<file path="src/logic/isa_pkg.sv">
// ########################################
// MIPS subset instruction-set definitions
// Field types, opcode and funct codes,
// ALU operations and decoded controls
// ########################################
`default_nettype none

package isa_pkg;

    typedef logic [31:0] word_t;
    typedef logic [4:0]  reg_idx_t;
    typedef logic [5:0]  opcode_t;
    typedef logic [5:0]  funct_t;

    // Primary opcodes
    localparam opcode_t OP_RTYPE = 6'h00;
    localparam opcode_t OP_BEQ   = 6'h04;
    localparam opcode_t OP_ADDIU = 6'h09;
    localparam opcode_t OP_LW    = 6'h23;
    localparam opcode_t OP_SW    = 6'h2b;

    // R-type funct codes
    localparam funct_t FN_JR   = 6'h08;
    localparam funct_t FN_ADDU = 6'h21;
    localparam funct_t FN_SUBU = 6'h23;
    localparam funct_t FN_AND  = 6'h24;
    localparam funct_t FN_OR   = 6'h25;
    localparam funct_t FN_SLT  = 6'h2a;

    typedef enum logic [2:0] {
        ALU_ADD,
        ALU_SUB,
        ALU_AND,
        ALU_OR,
        ALU_SLT,
        ALU_PASS
    } alu_op_t;

    typedef struct packed {
        alu_op_t alu_op;
        logic    use_imm;
        logic    reg_we;
        logic    mem_we;
        logic    mem_re;
        logic    is_branch;
        logic    is_jr;
    } ctrl_t;

endpackage

`default_nettype wire

</file>
<file path="src/logic/pipe_pkg.sv">
// ########################################
// Pipeline and bus definitions
// Stage registers, APB, host port, map
// ########################################
`default_nettype none

package pipe_pkg;

    import isa_pkg::*;

    typedef logic [5:0]  mem_addr_t;
    typedef logic [11:0] apb_addr_t;

    localparam int MEM_WORDS = 64;

    // Address map of 256-byte windows
    localparam apb_addr_t REG_CTRL   = 12'h000;
    localparam apb_addr_t REG_STATUS = 12'h004;
    localparam apb_addr_t IMEM_BASE  = 12'h100;
    localparam apb_addr_t DMEM_BASE  = 12'h200;

    typedef struct packed {
        logic      psel;
        logic      penable;
        logic      pwrite;
        apb_addr_t paddr;
        word_t     pwdata;
    } apb_req_t;

    typedef struct packed {
        word_t prdata;
        logic  pready;
        logic  pslverr;
    } apb_rsp_t;

    typedef struct packed {
        logic  valid;
        word_t pc;
        word_t insn;
    } if_id_t;

    typedef struct packed {
        logic     valid;
        word_t    pc;
        word_t    rs_data;
        word_t    rt_data;
        word_t    imm;
        reg_idx_t rd;
        ctrl_t    ctrl;
    } id_ex_t;

    typedef struct packed {
        logic     valid;
        word_t    alu_result;
        word_t    store_data;
        reg_idx_t rd;
        ctrl_t    ctrl;
    } ex_mem_t;

    typedef struct packed {
        logic     valid;
        word_t    result;
        reg_idx_t rd;
        logic     reg_we;
    } mem_wb_t;

    typedef struct packed {
        logic  taken;
        word_t target;
    } redirect_t;

    typedef struct packed {
        mem_addr_t addr;
        logic      we;
        word_t     wdata;
    } host_mem_t;

    typedef enum logic [1:0] {
        ST_IDLE,
        ST_RUNNING,
        ST_DONE
    } loader_state_t;

endpackage

`default_nettype wire

</file>
<file path="src/logic/apb_loader.sv">
// ########################################
// APB slave for program load and run
// CTRL/STATUS registers, memory windows
// ########################################
`default_nettype none

module apb_loader (
    input  wire                  clock,
    input  wire                  arst_n,
    input  pipe_pkg::apb_req_t   apb_req,
    output pipe_pkg::apb_rsp_t   apb_rsp,
    output pipe_pkg::host_mem_t  imem_host,
    output pipe_pkg::host_mem_t  dmem_host,
    input  isa_pkg::word_t       imem_rdata,
    input  isa_pkg::word_t       dmem_rdata,
    input  wire                  jr_seen,
    output logic                 pc_restart,
    output logic                 running,
    output logic                 done
);

    import isa_pkg::*;
    import pipe_pkg::*;

    loader_state_t state;
    logic access;
    logic wr;
    logic hit_ctrl;
    logic hit_status;
    logic hit_imem;
    logic hit_dmem;
    logic run_write;

    assign access     = apb_req.psel && apb_req.penable;
    assign wr         = access && apb_req.pwrite;
    assign hit_ctrl   = apb_req.paddr == REG_CTRL;
    assign hit_status = apb_req.paddr == REG_STATUS;
    assign hit_imem   = apb_req.paddr[11:8] == IMEM_BASE[11:8];
    assign hit_dmem   = apb_req.paddr[11:8] == DMEM_BASE[11:8];
    assign run_write  = wr && hit_ctrl && apb_req.pwdata[0];

    assign pc_restart = run_write;
    assign running    = state == ST_RUNNING;
    assign done       = state == ST_DONE;

    always_ff @(posedge clock or negedge arst_n) begin
        if (!arst_n) begin
            state <= ST_IDLE;
        end else if (run_write) begin
            state <= ST_RUNNING;
        end else if (running && jr_seen) begin
            state <= ST_DONE;
        end
    end

    // Bank address follows paddr in setup, so read data lands in access
    assign imem_host.addr  = apb_req.paddr[7:2];
    assign imem_host.we    = wr && hit_imem && !running;
    assign imem_host.wdata = apb_req.pwdata;
    assign dmem_host.addr  = apb_req.paddr[7:2];
    assign dmem_host.we    = wr && hit_dmem && !running;
    assign dmem_host.wdata = apb_req.pwdata;

    always_comb begin
        apb_rsp.pready  = 1'b1;
        apb_rsp.prdata  = '0;
        if (hit_ctrl) begin
            apb_rsp.prdata = word_t'(running);
        end else if (hit_status) begin
            apb_rsp.prdata = word_t'({running, done});
        end else if (hit_imem) begin
            apb_rsp.prdata = imem_rdata;
        end else if (hit_dmem) begin
            apb_rsp.prdata = dmem_rdata;
        end
        apb_rsp.pslverr = access &&
            (!(hit_ctrl || hit_status || hit_imem || hit_dmem) ||
             (apb_req.pwrite && (hit_status || ((hit_imem || hit_dmem) && running))));
    end

endmodule

`default_nettype wire

</file>
<file path="config.mk">
export PLATFORM = sky130hd
export DESIGN_NAME = apb_loader
export DESIGN_NICKNAME = d
export VERILOG_FILES = /design/src/logic/isa_pkg.sv /design/src/logic/pipe_pkg.sv /design/src/logic/apb_loader.sv
export SDC_FILE = /design/constraint.sdc
export NUM_CORES = 1
export LEC_CHECK = 0
export ABC_AREA = 1
export BUFFER_PORTS_ARGS = -buffer_cell sky130_fd_sc_hd__buf_4
export CELL_PAD_IN_SITES_DETAIL_PLACEMENT = 1
export CELL_PAD_IN_SITES_GLOBAL_PLACEMENT = 1
export CORE_ASPECT_RATIO = 0.8
export CORE_MARGIN = 4
export CORE_UTILIZATION = 14
export CTS_BUF_LIST = sky130_fd_sc_hd__clkbuf_8 sky130_fd_sc_hd__clkbuf_16
export DETAILED_ROUTE_END_ITERATION = 7
export PLACE_DENSITY = 0.83
export SLEW_MARGIN = 5
export SYNTH_ARGS = -nofsm -noshare
export SYNTH_HDL_FRONTEND = slang
export SYNTH_SLANG_ARGS = --single-unit
</file>
<file path="constraint.sdc">
create_clock -name clock -period 0.9 [get_ports clock]
set_clock_uncertainty 0.15 [all_clocks]
set_input_delay 0.09 -clock clock [delete_from_list [all_inputs] [get_ports clock]]
set_output_delay 0.09 -clock clock [all_outputs]
set_load 0.01 [all_outputs]
</file>
# --- After elaboration in Yosys (flattened, before gate mapping) ---
# Cells that the tools add are included.
word_totals:
  wordCells: 34
  output_inout_bits: 115
  in_bits: 114
  ff_bits: 2
classes:
  muxes: 6
  n_reduce_logical: 22
  eq_ne: 5
ops:
  columns: ["operator", "count"]
  rows:
  - ["2-to-1 mux 32 bit", 4]
  - ["== test 12 x 3 -> 1 bit, second input constant", 1]
  - ["logical AND 1 bit", 12]
  - ["zero test 12 bit", 1]
  - ["logical OR 1 bit", 6]
  - ["== test 4 x 1 -> 1 bit, second input constant", 1]
  - ["== test 4 x 2 -> 1 bit, second input constant", 1]
  - ["2-to-1 mux 2 bit", 2]
  - ["== test 2 x 1 -> 1 bit, second input constant", 1]
  - ["== test 2 bit, second input constant", 1]
  - ["zero test 1 bit", 2]
  - ["nonzero test 2 bit", 1]

# --- Depth between registers and ports, before layout ---
# Gate-level depths: netlist (run 1).
logic_depth:
  ltp_word: 7
  mapped_depth: 8
  mapped_depth_nobuf: 8

# --- Worst setup path after synthesis (run 1) ---
# Ideal clock, no wire load.
synth_path:
  path_type: "register to output"
  start: "register state[1]"
  end: "output port apb_rsp[0] (netlist bit)"
  path_stages_with_launch: 6
  path_slack_ps: -276
  path_buffers: 0
  t_required_ps: 660
  arrival_time_ps: 936
  path_cell_list: "dfrtp_1 nor2_1 nand2_1 nand2_1 nand2_1 nand2_1"
synth_lines:
  columns: ["element", "line_no", "text"]
  rows:
  - ["start: declaration", "apb_loader.sv:25", "loader_state_t state;"]
  - ["start signal: assignment", "apb_loader.sv:48", "state <= ST_IDLE;"]
  - ["start signal: assignment", "apb_loader.sv:50", "state <= ST_RUNNING;"]
  - ["start signal: assignment", "apb_loader.sv:52", "state <= ST_DONE;"]
  - ["end: declaration", "apb_loader.sv:11", "output pipe_pkg::apb_rsp_t apb_rsp,"]

==> impl_results.md, run 1 <==
- Boundary Pins: 229
- Avg Cell Area, Syn: 5.67 sq um
- Critical Path Sink Type: output port
- Crit path largest cell delay: 0.43 ns
- Synth warn: 0
- IO buf count: 134
- TritonCTS Buffers: 3
- Outcome: finished with violations
- Pint: 1.34 mW
- FMAX: 0.708 GHz
- Detailed Route Iter0 Violations: 28
- Violated checks: negative setup slack
- Seq pwr share: 0.046
- Min Clock Period, post-route: 1.41 ns
- Most common cell after layout, fill and taps aside: buf_4
- Post-Route WL: 7310 microns
- Slew Limit Fails: 0
- Vias per Instance: 4.02
- Fraction of layout cells with a size suffix above 1: 0.860
- Register area share after synthesis: 0.0360
- DRC viols: 0
- Crit path DAT: 1.17 ns
- Largest registers: state (2)
- Placed Instances: 444
- Largest net degree at the start of global routing: 29
- CTS clk-pin slew, worst paths: 0.03 ns
- Clock buffer depth: 2
- Setup TNS: -13.82 ns
- Antenna cells: 0
- Final core occ: 0.354
- Clk Latency, worst-skew pair: 0.22 ns
- Net Sw Frac: 0.318
- Largest register FFs: 2
- Mapped Cells: 245
- Critical-path cell list: nor2_4 -> nand2_1 -> nand2_1 -> nand2_1 -> nand2_1 -> buf_4
- Non-Filler Instances: 472
- DIE HEIGHT: 97.1 microns
- Flops & latches, synth: 2
- Pleak: 1.51 nW
- Data required, critical path: 0.66 ns
- Total nets after synthesis: 359
- GRT Residual Overflow: 0
- PwrDens: 576 nW/um^2
- CTS tree: yes
- DRT Pass-1 Iters: 4
- First-pass GRT wire length: 10,600 microns
- Clk pwr share: 0.339
- Final period util: 1.57
- Final hold violation count: 0
- Post-route ant nets: 0
- Core area: 9650 sq um
- Placer Congestion: 0.738
- Area grow syn2layout: 146%
- Combinational fraction of design power: 0.615
- Top cell by count, worst path: nand2_1
- IR drop worst, VDD: 0.573 mV
- NetSw: 626 uW
- CTS Sinks: 2
- Wire length per cell: 15.5 microns
- RSZ-0062 raised after global routing: true
- CP startpoint kind: flop
- Slowest CP cell: dfrtp_2
- Most frequent cells in the layout: buf_4 (108), buf_6 (46), nand3_2 (34)
- Final setup violation count: 40
- Row count: 32
- Routed vias: 1,896
- Crit path kind: flop to output port
- DP Wirelength: 4920 microns
- Largest delay share family, worst path: flip-flops
- Die area: 11,600 sq um
- Buf/Inv on CP: 1
- Worst hold-check path type: input port to output port
- Mapped cell area: 1390 sq um
- Initial antenna violation count: 0
- Starting Density: 0.144
- Synth cell types: 15
- GRT Total Usage: 0.112
- Crit path max fanout: 4
- Largest Register: state
- Total power draw: 1.97 mW
- Chip width: 119 microns
- # H-tree levels: 1
- Clk root buf: clkbuf_16
- # Max-Cap Violations: 0
- Vias in the first global route: 2,043
- Setup WS post-layout: -0.513 ns
- Final nets: 452
-- cells in the mapped netlist (all sizes together) --
master / number / area share
a21oi: 1 / 0.0036
buf: 90 / 0.46
conb: 1 / 0.0027
dfrtp: 2 / 0.036
inv: 11 / 0.030
nand2: 49 / 0.13
nand3: 66 / 0.24
nand3b: 1 / 0.0054
nor2: 18 / 0.067
o21ai: 6 / 0.022
-- logic make-up (layout without fill, tap and decap cells) --
logic type | Yosys count | in the layout | share of synthesized area
buffers and inverters | 101 | 192 | 0.494
AO/OA/AOI/OAI | 7 | 7 | 0.0252
other | 1 | 1 | 0.00270
AND/OR/NAND/NOR | 134 | 134 | 0.442
flip-flops | 2 | 2 | 0.0360
-- power by group through the flow --
stage | Sequential (mW) | Combinational, mW | Clock [mW]
floorplan | 0.0918 | 0.585 | 0
global placement | 0.0918 | 0.714 | 0
detailed placement | 0.0918 | 0.737 | 0
CTS | 0.0909 | 1.08 | 0.672
global route | 0.0909 | 1.29 | 0.683
finish | 0.0909 | 1.21 | 0.666
-- stage by stage --
stage / area [sq um] / worst slack [ns] / hold slack (ns)
after global placement: 2160 / -0.370 / -0.274
final: 3420 / -0.513 / 0.0300
after CTS: 3060 / -0.486 / 0.0301
after detailed placement: 2160 / -0.390 / -0.274
after global routing: 3420 / -0.565 / 0.0300
after floorplan: 1530 / -0.158 / -0.356
-- metal layers --
metal | vias up | global-route usage | wire (microns)
met5 | - | 0 | 0
met4 | 0 | 0.0238 | 78
met3 | 12 | 0.0239 | 531
met2 | 88 | 0.217 | 4100
met1 | 895 | 0.123 | 2600
li1 | 901 | - | -
-- worst paths after layout --
check,from,end,slack (ns),cells after the start
min reg2reg,state[0],state[0],0.44,2
max,state[1],apb_rsp[0],-0.51,6
max in group asynchronous,arst_n,state[1],0.47,2
min in group asynchronous,arst_n,state[1],0.04,2
min,apb_req[10],imem_host[10],0.03,0
max reg2reg,state[1],state[1],-0.14,5
-- cell type report --
type	instances	area [sq um]
Clock buffer	3	75.1
Fill cell	1111	6230
Inverter	11	43.8
Multi-Input combinational cell	142	1260
Sequential cell	2	51.3
Tap cell	136	170
Timing Repair Buffer	178	1820
-- worst reg2reg max path, delay by kind of cell (launching register included) --
family,cells,cell delay (ns)
AOI/OAI and AO/OA,2,0.12
buffers and inverters,3,0.23
DFF,1,0.43
-- what timing repair did --
action                                  CTS  global route
gates resized for setup                 127            55
hold buffers                              1             0
setup buffers                            11             9
cloned                                    6             3
endpoints found under the setup margin   40            40
pin swaps                                43            42
endpoints found under the hold margin     2             0
No activity file was read; power rests on OpenSTA's default activity.
==> inputs of run 2 (changes only) <==
- CORE_ASPECT_RATIO: 0.8 -> 1.75
==> run 2 against run 1 <==
  * The flow still finishes with violations (negative setup slack)
  * Routed wire length increased by 8.3%
  * Critical endpoint is now imem_host[32]
  * Via count increased by 3.6%
  * Total power increased by 0.79%
  * Critical path depth decreased by 1
==> impl_results.md, run 2 (synthesized netlist as in run 1, its figures left out) <==
- DP Wirelength: 5580 microns (+13%)
- Top cell by count, worst path: buf_4
- Clk Latency, worst-skew pair: 0.22 ns (about the same)
- TritonCTS Buffers: 3 (unchanged)
- Crit path DAT: 1.20 ns (+0.03 ns)
- Outcome: finished with violations
- Setup WS post-layout: -0.543 ns (-0.0298 ns)
- Placed Instances: 435 (-2.0%)
- Crit path largest cell delay: 0.37 ns (-0.06 ns)
- # Max-Cap Violations: 0 (unchanged)
- Critical-path cell list: inv_2 -> buf_4 -> o21ai_4 -> nor2_2 -> buf_4
- Most frequent cells in the layout: buf_4 (114), buf_6 (47), nand2_2 (32)
- Clk root buf: clkbuf_16
- DRC viols: 0 (unchanged)
- CTS clk-pin slew, worst paths: 0.03 ns (about the same)
- Critical Path Sink Type: output port
- Post-route ant nets: 0 (unchanged)
- Vias in the first global route: 2,186 (+7.0%)
- Largest net degree at the start of global routing: 21 (-28%)
- Final period util: 1.60 (+0.0332)
- Violated checks: negative setup slack
- Pleak: 1.54 nW (+2.1%)
- CTS tree: yes
- DIE HEIGHT: 140 microns (+44%)
- Fraction of layout cells with a size suffix above 1: 0.863 (+0.00285)
- Clock buffer depth: 2 (unchanged)
- Crit path max fanout: 3 (-1)
- Core area: 9590 sq um (-0.66%)
- Wire length per cell: 17.0 microns (+9.9%)
- Detailed Route Iter0 Violations: 46 (+64%)
- Min Clock Period, post-route: 1.44 ns (+0.0298 ns)
- Worst hold-check path type: input port to output port
- Final nets: 459 (+1.5%)
- Data required, critical path: 0.66 ns (about the same)
- Routed vias: 1,964 (+3.6%)
- Largest Register: state
- WHS: 0.0300 ns (-0.000000600 ns)
- Initial antenna violation count: 0 (unchanged)
- Die area: 11,700 sq um (+0.46%)
- Setup TNS: -15.12 ns (-1.31 ns)
- Final hold violation count: 0 (unchanged)
- GR peak layer: met2
- Largest registers: state (2)
- Placer Congestion: 0.811 (+9.9%)
- GRT Total Usage: 0.125 (+0.0130)
- IO buf count: 134 (unchanged)
- Area grow syn2layout: 151%
- CP startpoint kind: flop
- RSZ-0062 raised after global routing: true
- CTS Sinks: 2 (unchanged)
- Antenna cells: 0 (unchanged)
- Chip width: 83.3 microns (-30%)
- Slew Limit Fails: 0 (unchanged)
- GR Util met3: 0.0177 (-0.00612)
- DRT Pass-1 Iters: 3 (-1)
- First-pass GRT wire length: 11,600 microns (+9.9%)
- Fillers: 1,068 (-3.9%)
- IR drop worst, VDD: 1.38 mV (+140%)
- Routing usage on met2: 0.241 (+0.0240)
- Final core occ: 0.364 (+0.00993)
- PwrDens: 568 nW/um^2 (-1.3%)
- Vias per Instance: 4.22 (+5.1%)
- Largest register FFs: 2 (unchanged)
- Row count: 47 (+47%)
- Final setup violation count: 40 (unchanged)
- Met1 Resource Use GR: 0.116 (-0.00722)
- Slowest CP cell: dfrtp_1
- FMAX: 0.693 GHz (-2.1%)
- Starting Density: 0.145 (+0.000959)
- GRT Residual Overflow: 0 (unchanged)
- Boundary Pins: 229 (unchanged)
- Post-Route WL: 7920 microns (+8.3%)
- # H-tree levels: 1 (unchanged)
- Most common cell after layout, fill and taps aside: buf_4
- Pre-CTS setup slack: -0.378 ns (+0.0119 ns)
- Non-Filler Instances: 465 (-1.5%)
- Crit path kind: flop to output port
==> run 2: path summary, 6_finish.rpt <==
path                             from            end  slack, ns  depth (start not counted)
max                          state[0]  imem_host[32]      -0.54                          5
min in group asynchronous      arst_n       state[0]       0.06                          2
min reg2reg                  state[1]       state[0]       0.51                          2
min                        apb_req[6]   dmem_host[6]       0.03                          0
max reg2reg                  state[0]       state[1]      -0.22                          5
max in group asynchronous      arst_n       state[1]       0.44                          2
==> run 2: final cells by class <==
cell class,instances,area (sq um),share of cell area
Timing Repair Buffer,185,1890,0.541
Multi-Input combinational cell,142,1280,0.366
Tap cell,122,153,0.0438
Clock buffer,3,75.1,0.0215
Sequential cell,2,51.3,0.0147
Inverter,11,43.8,0.0126
==> run 2: power breakdown <==
group	leakage (nW)	switching [mW]	total, mW	internal (mW)
Combinational	1.48	0.529	1.23	0.700
Sequential	0.0224	0.000184	0.0909	0.0907
Clock	0.0370	0.0970	0.662	0.565
Total	1.54	0.626	1.98	1.36
==> run 2: layer usage <==
layer / up-vias / wire length, microns
li1: 915 / -
met1: 896 / 2430
met2: 97 / 4330
met3: 56 / 625
met4: 0 / 531
met5: - / 0
==> run 2: worst max-delay path: cells and delay by family (launching register included) <==
kind	cells	cell delay, ns
compound gates	1	0.20
buf+inv	3	0.36
simple gates	1	0.06
flops	1	0.37
==> run 2: what timing repair did <==
action,CTS,global route
hold buffers,1,0
resized for setup,124,53
setup endpoints to repair,40,40
cloned,8,1
pin swaps,50,40
buffers inserted,18,5
endpoints found under the hold margin,2,0
==> run 2: through the flow <==
stage          cell area (sq um)  power [mW]
2_1_floorplan               1530       0.677
3_3_place_gp                2240       0.855
3_5_place_dp                2240       0.878
4_1_cts                     3230        1.92
5_1_grt                     3490        2.09
6_report                    3490        1.98
==> inputs of run 3 (changes only) <==
- ABC_AREA: 1 -> not set
- CORE_UTILIZATION: 14 -> 13
- PLACE_DENSITY: 0.83 -> 0.8
==> run 3 against run 2 <==
  * The flow still finishes with violations (negative setup slack)
  * First-iteration DRC count fell by 72%
  * Fmax decreased by 12%
  * Cell count fell by 23%
  * Combinational power decreased by 37%
  * Global-route usage fell by 0.31 points
  * Setup slack got worse by 0.20 ns
  * Clock power rose by 4.2%
  * Non-clock buffer count shrank 16
  * Critical path depth shrank 1
  * Sequential power increased by 0.9%
  * Critical path type unchanged
  * Critical endpoint is now apb_rsp[0]
==> impl_results.md, run 3 <==
- Outcome: finished with violations
- Violated checks: negative setup slack
- IR drop worst, VDD: 0.583 mV (-58%)
- Largest delay share family, worst path: simple AND/OR/NAND/NOR gates
- Data required, critical path: 0.66 ns (about the same)
- Clk Latency, worst-skew pair: 0.22 ns (about the same)
- Vias per Instance: 4.08 (-3.4%)
- CTS clk-pin slew, worst paths: 0.03 ns (about the same)
- Final nets: 356 (-22%)
- Net Sw Frac: 0.260 (-0.0565)
- Row count: 46 (-2.1%)
- Routed vias: 1,469 (-25%)
- Leading area contributor after synthesis: buf_4
- Flops & latches, synth: 2 (unchanged)
- PwrDens: 656 nW/um^2 (+15%)
- Crit path max fanout: 2 (-1)
- Largest registers: state (2)
- Wire length per cell: 20.3 microns (+19%)
- Worst hold-check path type: input port to output port
- Synth cell types: 30 (+15)
- Register area share after synthesis: 0.0410 (+0.00502)
- Worst Hold Launch: apb_req[3]
- Buf/Inv on CP: 1 (-2)
- Clk root buf: clkbuf_16
- Critical-path cell list: nand4b_1 -> or4_4 -> o211ai_2 -> buf_4
- Placer Congestion: 0.662 (-18%)
- Synth warn: 0 (unchanged)
- Core area: 9090 sq um (-5.1%)
- TritonCTS Buffers: 3 (unchanged)
- Most frequent cells in the layout: buf_4 (140), a22o_1 (30), buf_6 (19)
- Design Area, Final: 2370 sq um (-32%)
- Crit path largest cell delay: 0.42 ns (+0.05 ns)
- Setup WS post-layout: -0.740 ns (-0.198 ns)
- Total nets after synthesis: 267 (-26%)
- First-pass GRT wire length: 9590 microns (-18%)
- Main area contributors after synthesis: buf_4 (50%), a22o_1 (22%), dfrtp_1 (4.1%)
- Largest net degree at the start of global routing: 17 (-19%)
- Seq pwr share: 0.059 (+0.013)
- Die area: 11,100 sq um (-5.1%)
- Worst r2r src: state[1]
- Detailed Route Iter0 Violations: 13 (-72%)
- DP Wirelength: 5890 microns (+5.7%)
- CTS Sinks: 2 (unchanged)
- Ys async rst share: 1.00 (unchanged)
- Crit path DAT: 1.40 ns (+0.20 ns)
- Placed inst area: 2000 sq um (-11%)
- Area grow syn2layout: 94.5%
- # H-tree levels: 1 (unchanged)
- CP startpoint kind: flop
- Commonest cells in the netlist: buf_4 (81), a22o_1 (31), nor2b_1 (4), buf_6 (3)
- Avg Cell Area, Syn: 7.97 sq um (+41%)
- FMAX: 0.610 GHz (-12%)
- Mapped cell area: 1220 sq um (-12%)
- IO buf count: 134 (unchanged)
- Antenna cells: 0 (unchanged)
- WHS: 0.0300 ns (-0.00000160 ns)
- Boundary Pins: 229 (unchanged)
- Hold-critical path depth: 0 (unchanged)
- Slowest CP cell: or4_4
- Largest Register: state
- GRT Total Usage: 0.122 (-0.00306)
- Reg2reg setup slack: -0.58 ns (-0.36 ns)
- Final period util: 1.82 (+0.219)
- Pint: 1.15 mW (-15%)
- DIE HEIGHT: 136 microns (-2.6%)
- Chip width: 81.2 microns (-2.5%)
- Starting Density: 0.134 (-0.0109)
- Post-Route WL: 7310 microns (-7.6%)
- Critical Path Sink Type: output port
- R2R depth: 7 (+2)
- Main synth FF type: dfrtp_1
- DRT Pass-1 Iters: 4 (+1)
- Most common cell after layout, fill and taps aside: buf_4
- Fraction of layout cells with a size suffix above 1: 0.800 (-0.0630)
- Clk pwr share: 0.444 (+0.110)
- Vias in the first global route: 1,594 (-27%)
- Terminus of the critical flop-to-flop path: state[0]
- Crit path kind: flop to output port
- Min Clock Period, post-route: 1.64 ns (+0.198 ns)
- Final hold violation count: 0 (unchanged)
- CTS tree: yes
- DRC viols: 0 (unchanged)
- Slew Limit Fails: 0 (unchanged)
- Final setup violation count: 40 (unchanged)
- NetSw: 404 uW (-36%)
- Clock buffer depth: 2 (unchanged)
- Post-route ant nets: 0 (unchanged)
- Initial antenna violation count: 0 (unchanged)
- Largest register FFs: 2 (unchanged)
- RSZ-0062 raised after global routing: true
- Combinational fraction of design power: 0.497 (-0.123)
- Most common cell in the netlist: buf_4
- GRT Residual Overflow: 0 (unchanged)
- Hold Path End: dmem_host[3]
- Pleak: 1.16 nW (-25%)
- # Max-Cap Violations: 0 (unchanged)
- Post-synth top area share: 0.498 (+0.0772)
- Mapped Cells: 153 (-38%)
- EDFF count, synth: 0 (unchanged)
[run 3: timing repair]
action,CTS,global route
pin swaps,10,6
setup endpoints to repair,40,40
buffers inserted,5,2
cloned,3,1
hold buffers,1,0
gates resized for setup,28,9
endpoints found under the hold margin,2,0
[run 3: per-stage QoR]
stage	TNS [ns]	cells	worst slack, ns	util	power [mW]
final	-21.98	360	-0.740	0.261	1.56
after floorplan	-8.86	153	-0.372	-	0.597
after CTS	-22.12	358	-0.754	0.255	1.56
after detailed placement	-20.13	346	-0.587	0.220	0.797
after global routing	-23.41	360	-0.793	0.261	1.62
after global placement	-19.28	346	-0.567	0.220	0.781
[run 3: layout make-up]
cell class	instances	area (sq um)
Sequential cell	2	50.0
Tap cell	120	150
Clock buffer	3	75.1
Timing Repair Buffer	169	1470
Multi-Input combinational cell	65	628
Inverter	1	3.75
Fill cell	1119	6720
[run 3: power by group through the flow]
stage | Sequential (mW) | Combinational (mW) | Clock, mW
3_3_place_gp | 0.0927 | 0.688 | 0
3_5_place_dp | 0.0928 | 0.704 | 0
4_1_cts | 0.0917 | 0.767 | 0.700
6_report | 0.0917 | 0.774 | 0.690
5_1_grt | 0.0918 | 0.825 | 0.704
2_1_floorplan | 0.0929 | 0.504 | 0
[run 3: worst max path at each step]
stage	startpoint	to	slack (ns)	cells after the start
2_1_floorplan	state[1]	apb_rsp[0]	-0.37	3
3_3_place_gp	apb_req[43]	imem_host[32]	-0.57	6
3_5_place_dp	apb_req[43]	imem_host[32]	-0.59	6
4_1_cts	state[1]	apb_rsp[0]	-0.75	4
5_1_grt	state[1]	apb_rsp[0]	-0.79	4
6_report	state[1]	apb_rsp[0]	-0.74	4
[run 3: logic make-up (layout without fill, tap and decap cells)]
logic type	count (synthesis)	count (layout)	share of synthesized area
multiplexers	1	1	0.00821
AO/OA/AOI/OAI	39	39	0.270
buffers and inverters	86	173	0.532
XOR/XNOR	1	1	0.00718
flip-flops	2	2	0.0410
AND/OR/NAND/NOR	23	23	0.138
other	1	1	0.00307
[run 3: per-layer routing]
layer / GRT usage / routed length [microns] / vias up
li1: - / - / 643
met1: 0.0909 / 1780 / 655
met2: 0.227 / 3790 / 114
met3: 0.0504 / 1200 / 57
met4: 0.101 / 545 / 0
met5: 0 / 0 / -
[run 3: worst register-to-register path, stage by stage (launching register included)]
cell,delay [ns]
dfrtp_1,0.36
buf_4,0.14
buf_6,0.12
nor2b_4,0.12
buf_6,0.15
buf_4,0.12
nand2_2,0.04
a22o_1,0.17
